==> src/hw/hdd_pkg.sv <==
/*
  Shared definitions for the ProDOS hard-disk card.
  Register offsets follow the device-select window, C0n0 to C0n8.
  The sector buffer holds one 512-byte ProDOS block.
*/
`default_nettype none

package hdd_pkg;

    // Register offsets ----
    typedef enum logic [3:0] {
        EXEC      = 4'h0,   // Execute, returns status
        STATUS    = 4'h1,
        COMMAND   = 4'h2,
        UNIT      = 4'h3,
        MEM_L     = 4'h4,
        MEM_H     = 4'h5,
        BLOCK_L   = 4'h6,
        BLOCK_H   = 4'h7,
        NEXT_BYTE = 4'h8    // Sector buffer stream
    } hdd_reg_e;

    // ProDOS opcodes
    typedef enum logic [7:0] {
        CMD_STATUS = 8'h00,
        CMD_READ   = 8'h01,
        CMD_WRITE  = 8'h02,
        CMD_FORMAT = 8'h03
    } hdd_cmd_e;

    // Status codes --------
    localparam logic [7:0] ST_OK        = 8'h00;
    localparam logic [7:0] ST_ERROR     = 8'h01;
    localparam logic [7:0] ST_BUSY      = 8'h80;
    localparam logic [7:0] ST_NO_DEVICE = 8'h28;
    localparam logic [7:0] ST_PROTECT   = 8'h2B;

    localparam int SECTOR_BYTES = 512;
    localparam int SEC_ADDR_W   = 9;
    localparam int ROM_ADDR_W   = 8;

    // One decoded 6502 access
    typedef struct packed {
        logic       valid;
        logic       rd;
        hdd_reg_e   offset;
        logic [7:0] wdata;
    } hdd_bus_req_t;

    typedef struct packed {
        logic [7:0] status;
        logic [7:0] command;
        logic [7:0] unit;
        logic [7:0] mem_l;
        logic [7:0] mem_h;
        logic [7:0] block_l;
        logic [7:0] block_h;
    } hdd_regs_t;

endpackage

`default_nettype wire

==> src/hw/hdd_bus_decode.sv <==
/*
  Bus decoder for the device-select window.
  Exactly one request per device_select assertion; select must drop
  before the next access. Offsets 9 to F give no request.
*/
`timescale 1ns/1ps
`default_nettype none

module hdd_bus_decode (
    input  wire logic                 CLK_14M,
    input  wire logic                 RESET,
    input  wire logic                 phi0,
    input  wire logic                 device_select,
    input  wire logic                 rd,
    input  wire logic [3:0]           a_low,
    input  wire logic [7:0]           d_in,
    output hdd_pkg::hdd_bus_req_t     req
);

    logic             taken;      // Access already taken for this select
    logic             sample;
    logic             valid_q;
    logic             rd_q;
    hdd_pkg::hdd_reg_e offset_q;
    logic [7:0]       wdata_q;

    assign sample = device_select && phi0 && !taken;

    // Control ---------------
    always_ff @(posedge CLK_14M)
    begin
        if (RESET)
        begin
            taken   <= 1'b0;
            valid_q <= 1'b0;
        end
        else
        begin
            valid_q <= sample && (a_low <= hdd_pkg::NEXT_BYTE);
            if (!device_select)
                taken <= 1'b0;      // Re-armed once select drops
            else if (sample)
                taken <= 1'b1;
        end
    end

    // Access payload, captured at the sampling edge
    always_ff @(posedge CLK_14M)
    begin
        if (sample)
        begin
            rd_q     <= rd;
            offset_q <= hdd_pkg::hdd_reg_e'(a_low);
            wdata_q  <= d_in;
        end
    end

    assign req.valid  = valid_q;
    assign req.rd     = rd_q;
    assign req.offset = offset_q;
    assign req.wdata  = wdata_q;

    // Executor and result stage rely on single-cycle requests
    a_req_single : assert property (
        @(posedge CLK_14M) disable iff (RESET) req.valid |=> !req.valid
    );

endmodule

`default_nettype wire

==> config.mk <==
export PLATFORM = sky130hd
export DESIGN_NAME = hdd_bus_decode
export DESIGN_NICKNAME = d
export VERILOG_FILES = /design/src/hw/hdd_pkg.sv /design/src/hw/hdd_bus_decode.sv
export SDC_FILE = /design/constraint.sdc
export NUM_CORES = 1
export LEC_CHECK = 0
export BUFFER_PORTS_ARGS = -buffer_cell sky130_fd_sc_hd__buf_2
export CORE_AREA = 2 2 39 41
export CTS_CLUSTER_DIAMETER = 60
export CTS_CLUSTER_SIZE = 16
export DETAILED_ROUTE_END_ITERATION = 8
export DIE_AREA = 0 0 41 43
export HOLD_SLACK_MARGIN = 0.15
export PLACE_DENSITY = 0.71
export RECOVER_POWER = 50
export SLEW_MARGIN = 0
export SYNTH_ARGS = -nofsm -noshare
export SYNTH_HDL_FRONTEND = slang
export SYNTH_SLANG_ARGS = --single-unit
export TNS_END_PERCENT = 5
==> constraint.sdc <==
create_clock -name CLK_14M -period 1.7 [get_ports CLK_14M]
set_input_delay 0.085 -clock CLK_14M [delete_from_list [all_inputs] [get_ports CLK_14M]]
set_output_delay 0.085 -clock CLK_14M [all_outputs]
set_load 0.02 [all_outputs]
==> results.ini <==
[status]
status = finished, final reports clean

[yosys]
synth_warnings = 0
synth_edf_count = 13
synth_top_area_cell = edfxtp_1
synth_nets = 40
syn_avg_cell_area_um2 = 21.1
synth.area.top_cells = edfxtp_1, dfxtp_1, buf_4, nor4_2, o31a_1
syn_inst = 23
synthTopCellsByCount = edfxtp_1, buf_4, dfxtp_1, nor2_1
syn-cell-area_um2 = 485
yosysMostFrequentCell = edfxtp_1
ys_async_sr_fraction = 0
ys_ff_latch = 15
synthFlopType = edfxtp_1
yosysUniqueCellTypes = 8
synth_top_area_frac = 0.804
ys_seq_area_frac = 0.887

[hold_path]
holdPathEnd = offset_q[1]$_DFFE_PP_
min_path_cells = 4
worstHoldStart = phi0
hp-class = in2reg

[die]
die_area_um2 = 1760
io_pins = 31
fp.dieH_um = 43
dieWidth_um = 41
start_util = 0.351
coreArea_um2 = 1380
rows = 14

[setup_path]
path_delay_family = buffers and inverters
endpoint_kind = flip-flop
r2r_slack_ns = 0.48
cp_max_fo = 2
crit_path_frequent_cell = dlygate4sd3_1
cp.required_ns = 1.92
ff2ff_path_depth = 3
critical_path_class = in2reg
worstReg2RegEnd = taken$_SDFFE_PP0P_
r2r_start = taken$_SDFFE_PP0P_
cp_data_arrival_time_ns = 1.74
critPathLaunchType = input pin
critical_path_buf_inv_count = 3
crit_chain = dlygate4sd3_1 -> buf_2 -> o31a_1 -> nor4_2 -> dlygate4sd3_1
cp_slowest_cell = dlygate4sd3_1
slowest_delay_ns = 0.57

[drt]
drt_iter0_markers = 3
drcViolationCount = 0
vias_per_cell = 4.25
wl_per_cell_um = 12.7
dr.pass1.iters = 3
ant_nets = 0
routed_wl_um = 1130
num_vias = 378

[power_and_ir_drop]
powerDensity_nw_per_um2 = 846
swShare = 0.208
ir_drop_mv = 0.429
p_sw_w = 0.000146
p_int_w = 0.000555
p_clk_frac = 0.271
power.leakage_nw = 0.330
seqPwrFrac = 0.601
combPwrFrac = 0.128

[place]
placedCellCount = 68
place_congestion = 0.609
port-buffer-count = 30
dp_slack_ns = 0.761

[clocking]
clkTransAtPathRegs_ns = 0.08
cts_tree = yes
htreeDepth = 1
clockBufferDepth = 2
numClockSinks = 15
post_cts_buffers = 0
cts_made_buffers = 3
insertion_delay_ns = 0.27
clock-root-buffer = clkbuf_4

[timing]
relSlewSlack = 0.825
fin_skew_ns = 0.00200
finalCritPeriodShare = 0.894
final-max-slew-violation-count = 0
hold_viol = 0
final-setup-viol-count = 0
rsz0062_at_grt = false
setup_ws_ns = 0.180
fin_setup_tns_ns = 0
timing.fmax_ghz = 0.658
min_period_ns = 1.52
timing.hold.ws_ns = 0.412
tightest_slew_ns = 0.264

[global_routing]
busiest_layer = met2
grt_max_degree = 14
grtUsageTotal = 0.133
grt_use_met3 = 0.0262
grt_pass1_vias = 411
use_met1 = 0.134
use_met2 = 0.241
grt_pass1_wl_um = 1500
antenna_found_initial = 0
overflow = 0

[final_layout]
insertedDiodeCount = 0
nets = 91
drive_above_1_share = 0.315
area.growth.synth_to_final_pct = 70.9
stdcell_count = 89

[flow_run]
drv_cap = 0

metrics by stage:
| step | utilization | power [W] | instance area [um^2] |
|---|---|---|---|
| 6_report | 0.599 | 0.000701 | 830 |
| 5_1_grt | 0.599 | 0.000733 | 830 |
| 4_1_cts | 0.610 | 0.000715 | 845 |
| 3_5_place_dp | 0.468 | 0.000494 | 648 |
| 3_3_place_gp | 0.468 | 0.000493 | 648 |
| 2_1_floorplan | - | 0.000460 | 485 |
layout make-up:
type / instances / area (um^2)
Clock buffer: 4 / 26.3
Timing Repair Buffer: 48 / 313
Tap cell: 16 / 20.0
Fill cell: 120 / 554
Multi-Input combinational cell: 6 / 40.0
Sequential cell: 15 / 430
power groups by stage:
stage / clock (W) / combinational [W] / sequential (W)
6_report: 0.000190 / 0.0000901 / 0.000422
5_1_grt: 0.000212 / 0.0000980 / 0.000423
4_1_cts: 0.000200 / 0.0000934 / 0.000422
3_5_place_dp: 0 / 0.0000643 / 0.000430
3_3_place_gp: 0 / 0.0000629 / 0.000430
2_1_floorplan: 0 / 0.0000140 / 0.000446
what timing repair did:
action,4_1_cts,5_1_grt
endpoints found under the hold margin,15,0
hold buffers,17,0
gates resized for setup,0,0
registers in the layout (all words and copies together) (netlist names):
register  count
wdata_q       8
offset_q      4
rd_q          1
taken         1
valid_q       1
placed cells by master, fill, tap and decap left out, drive strengths merged:
cell type,n
nand2,1
clkbuf,16
nor3b,1
edfxtp,13
buf,19
dfxtp,2
nor4,1
dlygate4sd3,17
o31a,1
nor2,2
worst max path at each step:
stage / from / endpoint / cells after the start
floorplan: taken$_SDFFE_PP0P_ / offset_q[0]$_DFFE_PP_ / 1
global placement: taken$_SDFFE_PP0P_ / wdata_q[0]$_DFFE_PP_ / 2
detailed placement: taken$_SDFFE_PP0P_ / wdata_q[2]$_DFFE_PP_ / 2
CTS: a_low[0] / valid_q$_SDFF_PP0_ / 5
global route: a_low[0] / valid_q$_SDFF_PP0_ / 5
finish: a_low[0] / valid_q$_SDFF_PP0_ / 5
logic make-up after synthesis:
family,share of synthesized area
AND/OR/NAND/NOR,0.0644
flip-flops,0.887
AO/OA/AOI/OAI,0.0180
buffers and inverters,0.0309
worst register-to-register path: cells and delay by family, from the launching register on:
| kind | cells | cell delay [ns] |
|---|---|---|
| flip-flops | 1 | 0.37 |
| buffers and inverters | 1 | 0.56 |
| AND/OR/NAND/NOR | 2 | 0.23 |
per-layer routing:
metal  vias to the layer above  part of all wire
li1                        186                 -
met1                       162              0.40
met2                        30              0.48
met3                         0              0.11
met4                         0                 0
met5                         -                 0
(Power assumes the default switching activity.)
