## src/hw/hdd_pkg.sv

```systemverilog
/*
  Shared definitions for the ProDOS hard-disk card.
  Register offsets follow the device-select window, C0n0 to C0n8.
  The sector buffer holds one 512-byte ProDOS block.
*/
`default_nettype none

package hdd_pkg;

    // Register offsets ----
    typedef enum logic [3:0] {
        EXEC      = 4'h0,   // Execute, returns status
        STATUS    = 4'h1,
        COMMAND   = 4'h2,
        UNIT      = 4'h3,
        MEM_L     = 4'h4,
        MEM_H     = 4'h5,
        BLOCK_L   = 4'h6,
        BLOCK_H   = 4'h7,
        NEXT_BYTE = 4'h8    // Sector buffer stream
    } hdd_reg_e;

    // ProDOS opcodes
    typedef enum logic [7:0] {
        CMD_STATUS = 8'h00,
        CMD_READ   = 8'h01,
        CMD_WRITE  = 8'h02,
        CMD_FORMAT = 8'h03
    } hdd_cmd_e;

    // Status codes --------
    localparam logic [7:0] ST_OK        = 8'h00;
    localparam logic [7:0] ST_ERROR     = 8'h01;
    localparam logic [7:0] ST_BUSY      = 8'h80;
    localparam logic [7:0] ST_NO_DEVICE = 8'h28;
    localparam logic [7:0] ST_PROTECT   = 8'h2B;

    localparam int SECTOR_BYTES = 512;
    localparam int SEC_ADDR_W   = 9;
    localparam int ROM_ADDR_W   = 8;

    // One decoded 6502 access
    typedef struct packed {
        logic       valid;
        logic       rd;
        hdd_reg_e   offset;
        logic [7:0] wdata;
    } hdd_bus_req_t;

    typedef struct packed {
        logic [7:0] status;
        logic [7:0] command;
        logic [7:0] unit;
        logic [7:0] mem_l;
        logic [7:0] mem_h;
        logic [7:0] block_l;
        logic [7:0] block_h;
    } hdd_regs_t;

endpackage

`default_nettype wire

```

## src/hw/hdd_cmd_exec.sv

```systemverilog
/*
  Command executor. Holds the interface registers and the sector pointer.
  Side effects land on the edge that ends the request cycle.
  FORMAT and unknown opcodes leave status alone. MEM_L/MEM_H are only
  stored; there is no DMA into 6502 memory.
*/
`timescale 1ns/1ps
`default_nettype none

module hdd_cmd_exec (
    input  wire logic                              CLK_14M,
    input  wire logic                              RESET,
    input  hdd_pkg::hdd_bus_req_t                  req,
    input  wire logic                              hdd_mounted,
    input  wire logic                              hdd_protect,
    output hdd_pkg::hdd_regs_t                     regs,
    output logic [hdd_pkg::SEC_ADDR_W-1:0]         sec_addr,
    output logic                                   cpu_we,
    output logic [7:0]                             cpu_wdata,
    output logic                                   hdd_read,
    output logic                                   hdd_write
);

    hdd_pkg::hdd_cmd_e cmd;

    assign cmd = hdd_pkg::hdd_cmd_e'(regs.command);

    // NEXT_BYTE writes go straight into the buffer
    assign cpu_we    = req.valid && !req.rd && (req.offset == hdd_pkg::NEXT_BYTE);
    assign cpu_wdata = req.wdata;

    always_ff @(posedge CLK_14M)
    begin
        if (RESET)
        begin
            regs      <= '0;
            sec_addr  <= '0;
            hdd_read  <= 1'b0;
            hdd_write <= 1'b0;
        end
        else
        begin
            hdd_read  <= 1'b0;      // Strobes are single pulses
            hdd_write <= 1'b0;
            if (req.valid && req.rd)
            begin
                case (req.offset)
                    hdd_pkg::EXEC:
                    begin
                        sec_addr <= '0;
                        case (cmd)
                            hdd_pkg::CMD_STATUS:
                                regs.status <= hdd_mounted ? hdd_pkg::ST_OK
                                                           : hdd_pkg::ST_ERROR;
                            hdd_pkg::CMD_READ:
                            begin
                                if (hdd_mounted)
                                    hdd_read <= 1'b1;   // Status stays busy
                                else
                                    regs.status <= hdd_pkg::ST_NO_DEVICE;
                            end
                            hdd_pkg::CMD_WRITE:
                            begin
                                if (hdd_protect)
                                    regs.status <= hdd_pkg::ST_PROTECT;
                                else if (hdd_mounted)
                                begin
                                    hdd_write   <= 1'b1;
                                    regs.status <= hdd_pkg::ST_OK;
                                end
                                else
                                    regs.status <= hdd_pkg::ST_NO_DEVICE;
                            end
                            hdd_pkg::CMD_FORMAT: ;  // Not supported
                            default: ;
                        endcase
                    end
                    hdd_pkg::NEXT_BYTE:
                    begin
                        sec_addr <= sec_addr + 1'b1;
                        // Last byte of the sector ends the read
                        if (&sec_addr)
                            regs.status <= hdd_pkg::ST_OK;
                    end
                    default: ;      // Plain register reads
                endcase
            end
            else if (req.valid)
            begin
                case (req.offset)
                    hdd_pkg::COMMAND:
                    begin
                        regs.command <= req.wdata;
                        sec_addr     <= '0;
                        if (req.wdata == hdd_pkg::CMD_READ ||
                            req.wdata == hdd_pkg::CMD_WRITE)
                            regs.status <= hdd_pkg::ST_BUSY;
                        else
                            regs.status <= hdd_pkg::ST_OK;
                    end
                    hdd_pkg::UNIT:      regs.unit    <= req.wdata;
                    hdd_pkg::MEM_L:     regs.mem_l   <= req.wdata;
                    hdd_pkg::MEM_H:     regs.mem_h   <= req.wdata;
                    hdd_pkg::BLOCK_L:   regs.block_l <= req.wdata;
                    hdd_pkg::BLOCK_H:   regs.block_h <= req.wdata;
                    hdd_pkg::NEXT_BYTE: sec_addr     <= sec_addr + 1'b1;
                    default: ;      // EXEC and STATUS are read only
                endcase
            end
        end
    end

    // Strobe checks ---------
    a_strobe_excl : assert property (
        @(posedge CLK_14M) disable iff (RESET) !(hdd_read && hdd_write)
    );

    a_read_pulse : assert property (
        @(posedge CLK_14M) disable iff (RESET) hdd_read |=> !hdd_read
    );

    a_write_pulse : assert property (
        @(posedge CLK_14M) disable iff (RESET) hdd_write |=> !hdd_write
    );

endmodule

`default_nettype wire

```

## config.mk

```make
export PLATFORM = sky130hd
export DESIGN_NAME = hdd_cmd_exec
export DESIGN_NICKNAME = d
export VERILOG_FILES = /design/src/hw/hdd_pkg.sv /design/src/hw/hdd_cmd_exec.sv
export SDC_FILE = /design/constraint.sdc
export NUM_CORES = 1
export LEC_CHECK = 0
export BUFFER_PORTS_ARGS = -buffer_cell sky130_fd_sc_hd__clkbuf_2
export CAP_MARGIN = 20
export CORE_ASPECT_RATIO = 2
export CORE_MARGIN = 8
export CORE_UTILIZATION = 55
export CTS_BUF_LIST = sky130_fd_sc_hd__clkbuf_8
export DETAILED_ROUTE_END_ITERATION = 8
export GPL_ROUTABILITY_DRIVEN = 0
export PLACE_DENSITY = 0.87
export REMOVE_ABC_BUFFERS = 1
export SLEW_MARGIN = 15
export SYNTH_ARGS = -nofsm -noshare
export SYNTH_HDL_FRONTEND = slang
export SYNTH_SLANG_ARGS = --single-unit
export TNS_END_PERCENT = 5
```

## constraint.sdc

```tcl
create_clock -name CLK_14M -period 2.49 [get_ports CLK_14M]
set_input_delay 0.1245 -clock CLK_14M [delete_from_list [all_inputs] [get_ports CLK_14M]]
set_output_delay 0.1245 -clock CLK_14M [all_outputs]
set_load 0.03 [all_outputs]
```

==> metrics.md <==
| Metric | Value |
|---|---|
| Placed Cells | between 400 and 500 |
| CP Cell Sequence | ha_1 -> nand3_1 -> nor2_1 -> ha_1 -> o21bai_2 -> a22oi_2 -> o21ai_2 -> o2bb2ai_1 |
| Slew @ Worst Pin | approximately 0.73 ns |
| DP HPWL | about 5400 um |
| DRT Wirelength | about 7000 um |
| Min-Delay Path Class | in -> reg |
| P&R area growth vs syn | 21.7% |
| Slowest stage delay, CP | a little over 0.4 ns |
| Clock latency on the worst-skew pair | approximately 0.34 ns |
| Final hold vios | 0 |
| Worst path slowest cell | dfxtp_1 |
| Post-Syn Instances | 300 |
| Top cell by count, worst path | ha_1 |
| IO buf count | 90 |
| Critical path class | reg -> reg |
| NumNets Final | between 300 and 400 |
| Initial antenna violation count | 0 |
| Setup Skew | about 0.0076 ns |
| Synth area leaders | dfxtp_1 47%, mux2i_1 14%, nor2_1 6.7%, nand3_1 4.2%, a21oi_1 3.7% |
| CTS root buffer | clkbuf_8 |
| 1st-iter DRT viols | roughly 110 |
| Required @ worst endpoint | 2.71 ns |
| Layout cells sized above 1 | a little under a third |
| Number of synthesized flops with an enable pin | 0 |
| Initial Util | a little under three fifths |
| VDD IR max | approximately 0.61 mV |
| Die Wd | roughly 66 um |
| Synthesized area | around 0.0027 mm2 |
| Clk sinks | 63 |
| TNS Setup | 0 ns |
| Ys async rst share | 0% |
| Bufs on Longest Clock Path | 2 |
| Largest family of logic cells by synthesized area | simple AND/OR/NAND/NOR gates |
| 1st-pass router iterations | 4 |
| Io pins | 94 |
| Maximum number of pins on one net before global-route repair | 39 |
| Total GRT Usage | between 10% and 20% |
| Register area share after synthesis | between 40% and 50% |
| Yosys top cell by area | dfxtp_1 |
| Vias in the first global route | 2400 |
| Fmax | about 600 MHz |
| #FFs+latches synth | 63 |
| Overflow after GRT | 0 |
| Vias/cell | ~5.4 |
| Yosys cell types | 35 |
| Avg Cell Area, Syn | ~9 um2 |
| Critical path depth | 8 |
| DRT antenna net count | 0 |
| Synth Area in Simple Gates | approximately a quarter |
| Antenna cells | 0 |
| Worst r2r path cells | 8 |
| Rel. slew slack | around half |
| Row count | 36 |
| Die Y | approximately 120 um |
| Synth Area in XOR/XNOR | approximately 1.9% |
| Vias | ~2400 |
| Hold path depth | 3 |
| PD cells | roughly 610 mW/mm2 |
| Number of CTS-inserted buffers | 9 |
| RSZ-0062 raised after global routing | false |
| Warnings, synthesis | 0 |
| Startpoint Class | flop |
| CP endpoint kind | flop |
| Postcts setup bufs | 0 |
| Filler cells | 407 |
| Synth Flop Type | dfxtp_1 |
| Minimum clock period | roughly 1.7 ns |
| Post-synth top area share | between 40% and 50% |
| # setup viols final | 0 |
| First-pass GRT wire length | around 11000 um |
| Period utilization | about two thirds |
| Wire per inst | approximately 16 um |
| Total of max-cap violations | 0 |
| Worst Path Buf+Inv | 0 |
| CTS tree | done |
| Max H-tree Level | 3 |
| Number of remaining DRC errors | 0 |
| Util after Layout | a little under 70% |
| Largest delay share family, worst path | compound AO/OA/AOI/OAI gates |
| Total core area | ~0.0048 mm2 |
| Worst EP arrival | between 1.5 and 2 ns |
| Mux share of post-synthesis cell area | a little over an eighth |
| Clock Pin Slew Worst Setup and Hold Paths | ~0.070 ns |
| Synth Area in Adders | less than 1% |
| Critical Path Fanout Max | 5 |
| Post-route insts no fill | between 400 and 500 |
| Synth Area in Compound Gates | approximately 6.4% |
| Die area | about 0.0076 mm2 |
| Status | completed |
| Leak | about 0.0015 uW |
| Post-cts sizing count | 0 |
| Fin. max-slew vios | 0 |
-- path summary, 6_finish.rpt --
path                                 start                       end  slack, ns
setup reg to reg  sec_addr[0]$_SDFFE_PP0P_     regs[55]$_SDFFE_PP0P_       0.82
hold reg to reg      regs[30]$_SDFFE_PP0P_     regs[30]$_SDFFE_PP0P_       0.46
hold / removal                     req[13]  sec_addr[0]$_SDFFE_PP0P_       0.09
setup / recovery  sec_addr[0]$_SDFFE_PP0P_     regs[55]$_SDFFE_PP0P_       0.82
-- synthesized netlist by cell type (2+ instances only) --
cell type  number
o21bai_2        2
nor2_1         48
nor3b_1         2
mux2i_1        37
nand2b_1        6
nand4_1         3
inv_1           2
ha_1            2
nand3_1        23
dfxtp_1        63
clkbuf_1        8
a21oi_1        20
o21ai_0         4
and3_1          2
buf_2           7
or3_1           2
nor4b_2         2
nand2_1        24
nand3b_1        2
nor3_1          8
xnor2_1         5
buf_4          13
nor2b_1         3
-- metal layers --
| metal | vias to the layer above | part of all wire [%] | global-route usage [%] |
|---|---|---|---|
| li1 | 1156 | - | - |
| met1 | 1113 | 36 | 18.4 |
| met2 | 90 | 54 | 34.4 |
| met3 | 15 | 7.2 | 6.34 |
| met4 | 0 | 3.1 | 10.9 |
| met5 | - | 0 | 0 |
-- sequential cells by signal, summed over array words and instances (netlist names) --
| signal | count |
|---|---|
| hdd_read | 1 |
| regs | 44 |
| hdd_write | 1 |
| sec_addr | 9 |
| cmd | 8 |
-- repair_timing --
action	CTS	global route
setup endpoints to repair	0	0
hold endpoints to repair	1	0
hold buffers	1	0
-- cell usage in the layout, fill, tap and decap left out, types with 4 or more instances in the layout --
| master | count |
|---|---|
| clkbuf_8 | 13 |
| a21oi_1 | 20 |
| dfxtp_1 | 63 |
| o21ai_0 | 4 |
| nor3_1 | 8 |
| nand3_1 | 23 |
| mux2i_1 | 37 |
| nor2_1 | 48 |
| nand2b_1 | 6 |
| clkbuf_2 | 90 |
| nand2_1 | 24 |
| xnor2_1 | 5 |
-- metrics by stage --
step	setup slack, ns	hold WS (ns)	total power, uW	area, um2
6_report	0.824	0.0867	2010	3300
4_1_cts	0.812	0.0651	2040	3300
3_3_place_gp	0.754	0.331	1190	3090
5_1_grt	0.732	0.106	2090	3300
3_5_place_dp	0.672	0.333	1200	3090
2_1_floorplan	0.0481	0.194	1100	2540
-- cell type report --
class	instances	area [um2]	share of cell area, %
clock buffers	13	179	5.43
clock inverters	3	16.3	0.493
inverters	2	7.51	0.228
multi-input cells	208	1280	38.8
flip-flops and latches	63	1260	38.3
well taps	57	71.3	2.16
repair buffers	94	483	14.6
-- report_power, final --
group          internal (uW)  total, uW  switching (uW)
Clock                    465        838             373
Sequential              1010       1020            4.09
Combinational           44.8        157             112
Total                   1520       2010             489
-- tightest hold or removal path: stages --
cell and delay, ns:
clkbuf_2 0.11, nand3b_1 0.08, a21oi_1 0.06
-- logic make-up (layout without fill, tap and decap cells) --
family | count (synthesis) | count (layout)
and+or+nand+nor | 131 | 131
buffers and inverters | 31 | 112
other | 1 | 3
adders and majority gates | 2 | 2
muxes | 37 | 37
DFF | 63 | 63
xor gates and xnor gates | 6 | 6
AOI/OAI and AO/OA | 29 | 29
Note: power is estimated with default switching activity, not from simulation.
