File: src/hw/hdd_pkg.sv
/*
  Shared definitions for the ProDOS hard-disk card.
  Register offsets follow the device-select window, C0n0 to C0n8.
  The sector buffer holds one 512-byte ProDOS block.
*/
`default_nettype none

package hdd_pkg;

    // Register offsets ----
    typedef enum logic [3:0] {
        EXEC      = 4'h0,   // Execute, returns status
        STATUS    = 4'h1,
        COMMAND   = 4'h2,
        UNIT      = 4'h3,
        MEM_L     = 4'h4,
        MEM_H     = 4'h5,
        BLOCK_L   = 4'h6,
        BLOCK_H   = 4'h7,
        NEXT_BYTE = 4'h8    // Sector buffer stream
    } hdd_reg_e;

    // ProDOS opcodes
    typedef enum logic [7:0] {
        CMD_STATUS = 8'h00,
        CMD_READ   = 8'h01,
        CMD_WRITE  = 8'h02,
        CMD_FORMAT = 8'h03
    } hdd_cmd_e;

    // Status codes --------
    localparam logic [7:0] ST_OK        = 8'h00;
    localparam logic [7:0] ST_ERROR     = 8'h01;
    localparam logic [7:0] ST_BUSY      = 8'h80;
    localparam logic [7:0] ST_NO_DEVICE = 8'h28;
    localparam logic [7:0] ST_PROTECT   = 8'h2B;

    localparam int SECTOR_BYTES = 512;
    localparam int SEC_ADDR_W   = 9;
    localparam int ROM_ADDR_W   = 8;

    // One decoded 6502 access
    typedef struct packed {
        logic       valid;
        logic       rd;
        hdd_reg_e   offset;
        logic [7:0] wdata;
    } hdd_bus_req_t;

    typedef struct packed {
        logic [7:0] status;
        logic [7:0] command;
        logic [7:0] unit;
        logic [7:0] mem_l;
        logic [7:0] mem_h;
        logic [7:0] block_l;
        logic [7:0] block_h;
    } hdd_regs_t;

endpackage

`default_nettype wire

File: src/hw/hdd_read_result.sv
/*
  Result stage for the 6502 data bus.
  A register read is captured once and held until device_select drops.
  Slot ROM data follows io_select reads; FF otherwise.
*/
`timescale 1ns/1ps
`default_nettype none

module hdd_read_result (
    input  wire logic             CLK_14M,
    input  wire logic             RESET,
    input  hdd_pkg::hdd_bus_req_t req,
    input  hdd_pkg::hdd_regs_t    regs,
    input  wire logic [7:0]       cpu_rdata,
    input  wire logic             device_select,
    input  wire logic             io_select,
    input  wire logic             rd,
    input  wire logic [7:0]       rom_q,
    output logic      [7:0]       d_out
);

    logic [7:0] reg_byte;
    logic       hold;           // Captured byte still on the bus

    // Values from before the access's side effects
    always_comb
    begin
        case (req.offset)
            hdd_pkg::EXEC,
            hdd_pkg::STATUS:    reg_byte = regs.status;
            hdd_pkg::COMMAND:   reg_byte = regs.command;
            hdd_pkg::UNIT:      reg_byte = regs.unit;
            hdd_pkg::MEM_L:     reg_byte = regs.mem_l;
            hdd_pkg::MEM_H:     reg_byte = regs.mem_h;
            hdd_pkg::BLOCK_L:   reg_byte = regs.block_l;
            hdd_pkg::BLOCK_H:   reg_byte = regs.block_h;
            hdd_pkg::NEXT_BYTE: reg_byte = cpu_rdata;
            default:            reg_byte = 8'hFF;
        endcase
    end

    always_ff @(posedge CLK_14M)
    begin
        if (RESET)
        begin
            d_out <= 8'hFF;
            hold  <= 1'b0;
        end
        else if (req.valid && req.rd)
        begin
            d_out <= reg_byte;
            hold  <= 1'b1;
        end
        else if (hold && device_select)
            d_out <= d_out;
        else
        begin
            hold  <= 1'b0;
            d_out <= (io_select && rd) ? rom_q : 8'hFF;
        end
    end

endmodule

`default_nettype wire

File: config.mk
export PLATFORM = sky130hd
export DESIGN_NAME = hdd_read_result
export DESIGN_NICKNAME = d
export VERILOG_FILES = /design/src/hw/hdd_pkg.sv /design/src/hw/hdd_read_result.sv
export SDC_FILE = /design/constraint.sdc
export NUM_CORES = 1
export LEC_CHECK = 0
export ABC_CLOCK_PERIOD_IN_PS = 1700
export BUFFER_PORTS_ARGS = -buffer_cell sky130_fd_sc_hd__buf_2
export CAP_MARGIN = 20
export CORE_ASPECT_RATIO = 0.7
export CORE_UTILIZATION = 36
export DETAILED_ROUTE_END_ITERATION = 8
export GPL_TIMING_DRIVEN = 1
export PLACE_DENSITY_LB_ADDON = 0.08
export SYNTH_ARGS = -nofsm -noshare
export SYNTH_HDL_FRONTEND = slang
export SYNTH_SLANG_ARGS = --single-unit
export TNS_END_PERCENT = 20
File: constraint.sdc
create_clock -name CLK_14M -period 1.7 [get_ports CLK_14M]
set_input_delay 0.085 -clock CLK_14M [delete_from_list [all_inputs] [get_ports CLK_14M]]
set_output_delay 0.085 -clock CLK_14M [all_outputs]
set_load 0.005 [all_outputs]
==> flow_metrics.env, run 1 <==
export IMPL_fin_util_pct=60.58
export IMPL_final_period_utilization_pct=85.52
export IMPL_antenna_found_initial=0
export IMPL_cp_required_ps=1820
export IMPL_core_um2=2571
export IMPL_post_cts_setup_buffer_count=0
export IMPL_dieArea_um2=3035
export IMPL_cp_arrival_ps=1570
export IMPL_postRouteAntennaNets=0
export IMPL_end_kind="flip-flop"
export IMPL_whs_ps=136.8
export IMPL_cts_buffer_depth=2
export IMPL_synth_top_family_by_area="compound AO/OA/AOI/OAI gates"
export IMPL_maxCapViolCount=0
export IMPL_hp_class="input pin to flip-flop"
export IMPL_postCtsHoldBufs=0
export IMPL_netlist_area_um2=1013
export IMPL_row_count=15
export IMPL_synthCells=130
export IMPL_leakagePower_nw=0.7403
export IMPL_tightestPinTransition_ps=405.7
export IMPL_stdcell_area_um2=1558
export IMPL_start_util_pct=39.42
export IMPL_postCtsResizedCells=0
export IMPL_drive_gt1_share_pct=47.75
export IMPL_syn2layout_area_growth_pct=53.70
export IMPL_drt_pass1_iter_count=4
export IMPL_die_h_um=46.39
export IMPL_seq_area_frac_synth_pct=17.78
export IMPL_htree_levels=1
export IMPL_worstSetupStartpointType="flip-flop"
export IMPL_gp_congestion=0.7752
export IMPL_peakVddDrop_v=0.0003581
export IMPL_clk_latency_ps=240
export IMPL_synth_edff_count=0
export IMPL_fp_dieW_um=65.42
export IMPL_synth_compound_area_share_pct=45.06
export IMPL_ys_seq_elements=9
export IMPL_wl_per_cell_um=15.09
export IMPL_pin_count=99
export IMPL_wl_um=3864
export IMPL_finClkSkew_ps=5.109
export IMPL_root_buffer="clkbuf_8"
export IMPL_synth_xor_area_share_pct=0
export IMPL_synth_simple_area_share_pct=21.36
export IMPL_finalHoldViolations=0
export IMPL_finalSetupViolCount=0
export IMPL_avgSynthCellArea_um2=7.796
export IMPL_critPathKind="flip-flop to flip-flop"
export IMPL_io_buffers=90
export IMPL_track_usage_pct=24.48
export IMPL_fmax_mhz=687.8
export IMPL_vias=1462
export IMPL_clk_pin_slew_ps=50
export IMPL_drc=0
export IMPL_yosysUniqueCellTypes=44
export IMPL_grt_max_degree=19
export IMPL_status="finished clean"
export IMPL_synthesis_yosys_warnings=0
export IMPL_powerDensity_nw_per_um2=500.2
export IMPL_maxSlewViolCount=0
export IMPL_ys_flop_type="dfxtp_1"
export IMPL_grt_pass1_wl_um=5568
export IMPL_cts_made_buffers=3
export IMPL_n_antenna_cell=0
export IMPL_dpl_hpwl_um=3134
export IMPL_synth_area_mux_share_pct=9.012
export IMPL_relSlewSlack_pct=72.25
export IMPL_tns_ps=0
export IMPL_grt_setup_unrepaired="no"
export IMPL_placed_cell_area_um2=1513
export IMPL_layout_min_cycle_time_ps=1454
export IMPL_via_per_inst=5.711
export IMPL_synth_fp_nets=221
export IMPL_grt_overflow_total=0
export IMPL_cts_tree="yes"
export IMPL_cp_max_fo=6
export IMPL_drt_iter0_drc=95
export IMPL_layout_nets=314
export IMPL_synth_fa_ha_area_share_pct=0
export IMPL_async_reset_ff_share_pct=0
export IMPL_cts_sinks=9
export IMPL_grt_pass1_vias=1302
logic make-up after synthesis:
group           after synthesis
compound gates               60
simple gates                 37
buf+inv                      15
mux                           9
flops                         9
per-stage QoR:
stage	power [mW]	instances	setup slack, ps
final	0.7792	256	246.1
after global routing	0.8263	256	201.8
after CTS	0.7859	256	250.9
after detailed placement	0.5237	252	115.2
after global placement	0.5169	252	140.3
after floorplan	0.3784	130	304.0
synthesized netlist by cell type, types with 5 or more instances:
library cell / count / area (um2)
a21oi_1: 10 / 50.05
mux2i_1: 8 / 80.08
a221oi_1: 7 / 61.31
nor2_1: 5 / 18.77
dfxtp_1: 9 / 180.2
inv_1: 6 / 22.52
o21ai_0: 6 / 30.03
final timing paths:
check | slack, ps | start | to | cells past startpoint
setup reg to reg | 250 | hold$_SDFFE_PP0P_ | d_out[0]$_SDFFE_PP1P_ | 4
hold reg to reg | 500 | d_out[5]$_SDFFE_PP1P_ | d_out[5]$_SDFFE_PP1P_ | 2
setup / recovery | 250 | hold$_SDFFE_PP0P_ | d_out[0]$_SDFFE_PP1P_ | 4
hold / removal | 140 | RESET | hold$_SDFFE_PP0P_ | 2
layer usage:
layer  global-route usage (%)  up-vias  share of wire [%]
met5                        0        -                  0
met4                    4.783        0               0.88
met3                    5.198        4                6.9
met2                    44.54       73                 48
met1                    30.23      674                 44
li1                         -      711                  -
cells in the final DEF, fill, tap and decap left out, types with 2 or more instances in the layout:
cell,n
buf_2,90
a21oi_1,10
dfxtp_1,9
mux2i_1,8
a221oi_1,7
buf_4,7
inv_1,6
o21ai_0,6
nor2_1,5
nand2_1,4
o2bb2ai_1,4
and2_1,4
nand3_1,4
o221ai_1,4
nor2b_1,4
nand2b_1,4
o22ai_1,4
o211ai_1,3
a22oi_1,3
or3_1,3
clkbuf_8,3
nand3b_1,2
a221o_1,2
a22o_1,2
o221a_2,2
a211oi_1,2
a2111o_1,2
nor3_1,2
registers in the layout, summed over array words and instances, names as in the netlist:
| name | count |
|---|---|
| d_out | 8 |
| hold | 1 |
critical path, stage by stage (launching register included):
cell      delay, ps
dfxtp_1         300
nand2_1          80
nand3_1         240
o221a_2         320
a2111o_1        380
cell type report:
| type | instances | area, um2 |
|---|---|---|
| Sequential cell | 9 | 180.2 |
| Tap cell | 34 | 42.54 |
| Inverter | 6 | 22.52 |
| Timing Repair Buffer | 97 | 503.0 |
| Multi-Input combinational cell | 106 | 764.5 |
| Clock buffer | 4 | 45.04 |
| Fill cell | 239 | 1013 |
report_power, final:
part	switching, mW	internal, mW	total, mW
Sequential	0.00569	0.224	0.230
Clock	0.0922	0.164	0.256
Combinational	0.140	0.153	0.293
(Power assumes the default switching activity.)
==> run 2: changes to the inputs <==
--- a/config.mk
+++ b/config.mk
@@ -9,6 +9,7 @@
 export BUFFER_PORTS_ARGS = -buffer_cell sky130_fd_sc_hd__buf_2
 export CAP_MARGIN = 20
 export CORE_ASPECT_RATIO = 0.7
+export CORE_MARGIN = 2
 export CORE_UTILIZATION = 36
 export DETAILED_ROUTE_END_ITERATION = 8
 export GPL_TIMING_DRIVEN = 1
==> run 2 against run 1 <==
Sequential share of layout area barely moved. Critical path depth unchanged. Sequential power is essentially flat. Critical endpoint unchanged. Critical path type unchanged. Clock power is 3% higher. Global-route usage down 1.2 points. Via count is 2.7% lower. Non-clock buffer count is the same. Clock skew shrank 4.7 ps. Count of clock-buffer cells in the layout unchanged. Final cell count up 0.78%. Hold slack lost 12 ps.
==> flow_metrics.env, run 2 (same netlist as run 1, synthesis figures left out) <==
export IMPL_antenna_found_initial=0
export IMPL_top_register="d_out"
export IMPL_drt_iter0_drc=61
export IMPL_grt_pass1_vias=1439
export IMPL_die_h_um=48.39
export IMPL_htree_levels=1
export IMPL_clk_pin_slew_ps=50
export IMPL_leakagePower_nw=0.7403
export IMPL_cts_tree="yes"
export IMPL_grt_pass1_wl_um=5885
export IMPL_dieArea_um2=3262
export IMPL_cts_sinks=9
export IMPL_fillers=278
export IMPL_grt_max_degree=18
export IMPL_finClkSkew_ps=0.3726
export IMPL_whs_ps=125.1
export IMPL_vias=1422
export IMPL_status="finished clean"
export IMPL_finalHoldViolations=0
export IMPL_layout_setup_ws_ps=265.0
export IMPL_reg2reg_slack_ps=260
export IMPL_cp_arrival_ps=1560
export IMPL_layout_commonest_cell="buf_2"
export IMPL_drive_gt1_share_pct=47.75
export IMPL_end_kind="flip-flop"
export IMPL_io_buffers=90
export IMPL_hp_class="input pin to flip-flop"
export IMPL_syn2layout_area_growth_pct=53.95
export IMPL_n_antenna_cell=0
export IMPL_mostFrequentLayoutCells="90 x buf_2, 10 x a21oi_1, 9 x dfxtp_1"
export IMPL_reg_largest_list="d_out: 8 flops, hold: 1 flops"
export IMPL_worstSetupStartpointType="flip-flop"
export IMPL_critPathSlowestCell="a2111o_1"
export IMPL_final_period_utilization_pct=84.41
export IMPL_peakVddDrop_v=0.0002900
export IMPL_maxCapViolCount=0
export IMPL_gp_congestion=0.8049
export IMPL_powerDensity_nw_per_um2=502.3
export IMPL_postCtsResizedCells=0
export IMPL_fmax_mhz=696.9
export IMPL_cp_required_ps=1820
export IMPL_postCtsHoldBufs=0
export IMPL_slowest_delay_ps=370
export IMPL_start_util_pct=36.95
export IMPL_fp_dieW_um=67.42
export IMPL_grt_overflow_total=0
export IMPL_critical_path_top_delay_family="compound AO/OA/AOI/OAI gates"
export IMPL_tns_ps=0
export IMPL_finalSetupViolCount=0
export IMPL_grt_setup_unrepaired="no"
export IMPL_wl_um=3761
export IMPL_drc=0
export IMPL_worst_path_buf_inv=0
export IMPL_dp_slack_ps=131.0
export IMPL_dpl_hpwl_um=3031
export IMPL_postRouteAntennaNets=0
export IMPL_layout_min_cycle_time_ps=1435
export IMPL_root_buffer="clkbuf_8"
export IMPL_power_mw=0.7837
export IMPL_drt_pass1_iter_count=4
export IMPL_cp_cell_sequence="nand2_1, nand3_1, o221a_2, a2111o_1"
export IMPL_cts_buffer_depth=2
export IMPL_track_usage_pct=23.27
export IMPL_cts_made_buffers=3
export IMPL_cp_max_fo=6
export IMPL_tightestPinTransition_ps=414.3
export IMPL_layout_nets=314
export IMPL_wl_per_cell_um=14.58
export IMPL_maxSlewViolCount=0
export IMPL_multi_input_area_um2=764.5
export IMPL_post_cts_setup_buffer_count=0
export IMPL_core_um2=2743
export IMPL_via_per_inst=5.512
export IMPL_row_count=16
export IMPL_pin_count=99
export IMPL_clk_latency_ps=240
export IMPL_largest_register_ffs=8
export IMPL_critPathKind="flip-flop to flip-flop"
export IMPL_layout_area_seq_um2=180.2
export IMPL_relSlewSlack_pct=71.66
==> run 2: cell counts in the layout (fill, tap and decap cells not counted) <==
No cell type changed its count.
==> run 2: final timing paths <==
| check | startpoint | to | cells after the start |
|---|---|---|---|
| max | hold$_SDFFE_PP0P_ | d_out[0]$_SDFFE_PP1P_ | 4 |
| min | RESET | hold$_SDFFE_PP0P_ | 2 |
| max reg2reg | hold$_SDFFE_PP0P_ | d_out[0]$_SDFFE_PP1P_ | 4 |
| min reg2reg | d_out[5]$_SDFFE_PP1P_ | d_out[5]$_SDFFE_PP1P_ | 2 |
==> run 2: per-stage QoR <==
| step | instance area [um2] | std cells | util [%] |
|---|---|---|---|
| after floorplan | 1013 | 130 | - |
| after global placement | 1515 | 254 | 55.25 |
| after detailed placement | 1515 | 254 | 55.25 |
| after CTS | 1560 | 258 | 56.89 |
| after global routing | 1560 | 258 | 56.89 |
| final | 1560 | 258 | 56.89 |
==> run 2: area by class of cell <==
class                           count  area share (%)
Sequential cell                     9           11.55
Timing Repair Buffer               97           32.24
Clock buffer                        4           2.887
Tap cell                           36           2.887
Multi-Input combinational cell    106           49.00
Inverter                            6           1.443
==> run 2: where the power goes <==
part | leakage, nW | internal [mW] | switching [mW]
combinational | 0.643 | 0.154 | 0.137
sequential | 0.0742 | 0.224 | 0.00570
clock | 0.0228 | 0.165 | 0.0989
==> run 2: layer usage <==
layer / share of wire (%) / up-vias / GRT usage [%]
met5: 0 / - / 0
met4: 1.1 / 0 / 5.782
met3: 7.1 / 6 / 5.581
met2: 46 / 58 / 40.59
met1: 46 / 643 / 28.39
li1: - / 715 / -
==> run 3: changes to the inputs <==
--- a/config.mk
+++ b/config.mk
@@ -5,7 +5,7 @@
 export SDC_FILE = /design/constraint.sdc
 export NUM_CORES = 1
 export LEC_CHECK = 0
-export ABC_CLOCK_PERIOD_IN_PS = 1700
+export ABC_CLOCK_PERIOD_IN_PS = 1500
 export BUFFER_PORTS_ARGS = -buffer_cell sky130_fd_sc_hd__buf_2
 export CAP_MARGIN = 20
 export CORE_ASPECT_RATIO = 0.7
==> constraint.sdc (replaced) <==
create_clock -name CLK_14M -period 1.5 [get_ports CLK_14M]
set_input_delay 0.075 -clock CLK_14M [delete_from_list [all_inputs] [get_ports CLK_14M]]
set_output_delay 0.075 -clock CLK_14M [all_outputs]
set_load 0.005 [all_outputs]
==> run 3 against run 2 <==
Combinational power increased by 19%. Clock skew is 0.56 ps higher. Critical path depth is the same. Clock power grew 8.0%. Power up 14%. First-iteration DRC count rose by 4.9%. Register-to-register slack got worse by 90 ps. Critical endpoint unchanged. Largest cell class unchanged. Sequential power up 14%. Global-route usage is 0.26 points higher. Die area unchanged. Maximum frequency is 8.2% higher.
==> flow_metrics.env, run 3 (same netlist as run 1, synthesis figures left out) <==
export IMPL_gp_congestion=0.8304
export IMPL_hold_path_depth=2
export IMPL_htree_levels=1
export IMPL_drt_iter0_drc=64
export IMPL_grt_max_degree=15
export IMPL_fmax_mhz=754.3
export IMPL_cts_sinks=9
export IMPL_syn2layout_area_growth_pct=59.88
export IMPL_die_h_um=48.39
export IMPL_dpl_hpwl_um=3144
export IMPL_finalNonFillerCells=266
export IMPL_tns_ps=0
export IMPL_end_kind="flip-flop"
export IMPL_drive_gt1_share_pct=49.57
export IMPL_reg2reg_to="d_out[0]$_SDFFE_PP1P_"
export IMPL_reg_largest_list="d_out: 8 flops, hold: 1 flops"
export IMPL_grt_pass1_vias=1410
export IMPL_peakVddDrop_v=0.0003806
export IMPL_grt_setup_unrepaired="no"
export IMPL_top_register="d_out"
export IMPL_maxSlewViolCount=0
export IMPL_cp_max_fo=4
export IMPL_worstSetupStartpointType="flip-flop"
export IMPL_finalSetupViolCount=0
export IMPL_status="finished clean"
export IMPL_critPathKind="flip-flop to flip-flop"
export IMPL_postCtsHoldBufs=0
export IMPL_vias=1456
export IMPL_wl_per_cell_um=14.30
export IMPL_layout_nets=322
export IMPL_antenna_found_initial=0
export IMPL_p_seq_share_pct=29.3
export IMPL_maxCapViolCount=0
export IMPL_cts_tree="yes"
export IMPL_hold_end="hold$_SDFFE_PP0P_"
export IMPL_start_util_pct=36.95
export IMPL_n_antenna_cell=0
export IMPL_track_usage_pct=23.53
export IMPL_p_comb_share_pct=38.7
export IMPL_grt_overflow_total=0
export IMPL_final_period_utilization_pct=88.39
export IMPL_finalHoldViolations=0
export IMPL_worstReg2RegStart="hold$_SDFFE_PP0P_"
export IMPL_postCtsResizedCells=0
export IMPL_wl_um=3805
export IMPL_cts_buffer_depth=2
export IMPL_finClkSkew_ps=0.9287
export IMPL_layout_commonest_cell="buf_2"
export IMPL_internal_power_mw=0.6260
export IMPL_layout_setup_ws_ps=174.2
export IMPL_powerDensity_nw_per_um2=550.1
export IMPL_dp_slack_ps=0.6930
export IMPL_drt_pass1_iter_count=4
export IMPL_r2r_cells=4
export IMPL_power_switching_mw=0.2652
export IMPL_io_buffers=90
export IMPL_switching_share_pct=29.76
export IMPL_mostFrequentLayoutCells="90 x buf_2, 15 x buf_4, 10 x a21oi_1"
export IMPL_largest_register_ffs=8
export IMPL_clk_pin_slew_ps=50
export IMPL_reg2reg_slack_ps=170
export IMPL_cp_arrival_ps=1440
export IMPL_cts_made_buffers=3
export IMPL_fp_dieW_um=67.42
export IMPL_postRouteAntennaNets=0
export IMPL_whs_ps=119.6
export IMPL_drc=0
export IMPL_relSlewSlack_pct=70.13
export IMPL_p_clk_share_pct=32.0
export IMPL_core_um2=2743
export IMPL_clk_latency_ps=230
export IMPL_root_buffer="clkbuf_8"
export IMPL_grt_pass1_wl_um=6037
export IMPL_tightestPinTransition_ps=436.8
export IMPL_via_per_inst=5.474
export IMPL_layout_min_cycle_time_ps=1326
export IMPL_row_count=16
export IMPL_leakagePower_nw=0.7778
export IMPL_hp_class="input pin to flip-flop"
export IMPL_placed_cells=262
export IMPL_pin_count=99
export IMPL_dieArea_um2=3262
export IMPL_fin_util_pct=59.08
export IMPL_hp_start="RESET"
export IMPL_cp_required_ps=1620
export IMPL_post_cts_setup_buffer_count=0
-- run 3: cell types whose count changed in the layout (fill, tap and decap cells not counted), sizes merged --
cell,delta
buf,+8
-- run 3: per-layer routing --
layer / track usage, % / up-vias / share of wire (%)
met1: 30.35 / 660 / 44
met4: 3.061 / 0 / 0.84
met2: 41.58 / 65 / 46
met3: 4.186 / 4 / 8.5
met5: 0 / - / 0
li1: - / 727 / -
-- run 3: worst max path at each step --
stage                           start               endpoint  slack [ps]  cells after the start
finish              hold$_SDFFE_PP0P_  d_out[0]$_SDFFE_PP1P_         170                      4
global placement               req[9]  d_out[1]$_SDFFE_PP1P_          20                      6
global route        hold$_SDFFE_PP0P_  d_out[1]$_SDFFE_PP1P_          80                      4
CTS                 hold$_SDFFE_PP0P_  d_out[1]$_SDFFE_PP1P_         170                      4
detailed placement             req[9]  d_out[3]$_SDFFE_PP1P_         0.7                      5
floorplan           hold$_SDFFE_PP0P_  d_out[0]$_SDFFE_PP1P_         100                      4
-- run 3: cell type report --
class	instances	area, um2
clock buffers	4	45.04
flip-flops and latches	9	180.2
inverters	6	22.52
fillers	268	1122
well taps	36	45.04
repair buffers	105	563.0
multi-input cells	106	764.5
-- run 3: worst max-delay path: stages, from the launching register on --
cell and delay [ps]:
dfxtp_1 300, nand2_1 80, nand3_1 170, o221a_2 290
a2111o_1 370
-- run 3: stage by stage --
step	total power [mW]	area, um2
floorplan	0.4289	1013
global placement	0.6013	1575
detailed placement	0.6073	1575
CTS	0.8911	1620
global route	0.9423	1620
finish	0.8913	1620
-- run 3: power groups by stage --
stage	clock [mW]	combinational, mW	sequential [mW]
6_report	0.285	0.345	0.261
5_1_grt	0.301	0.380	0.262
4_1_cts	0.286	0.344	0.261
3_5_place_dp	0	0.342	0.265
3_3_place_gp	0	0.337	0.264
2_1_floorplan	0	0.163	0.266
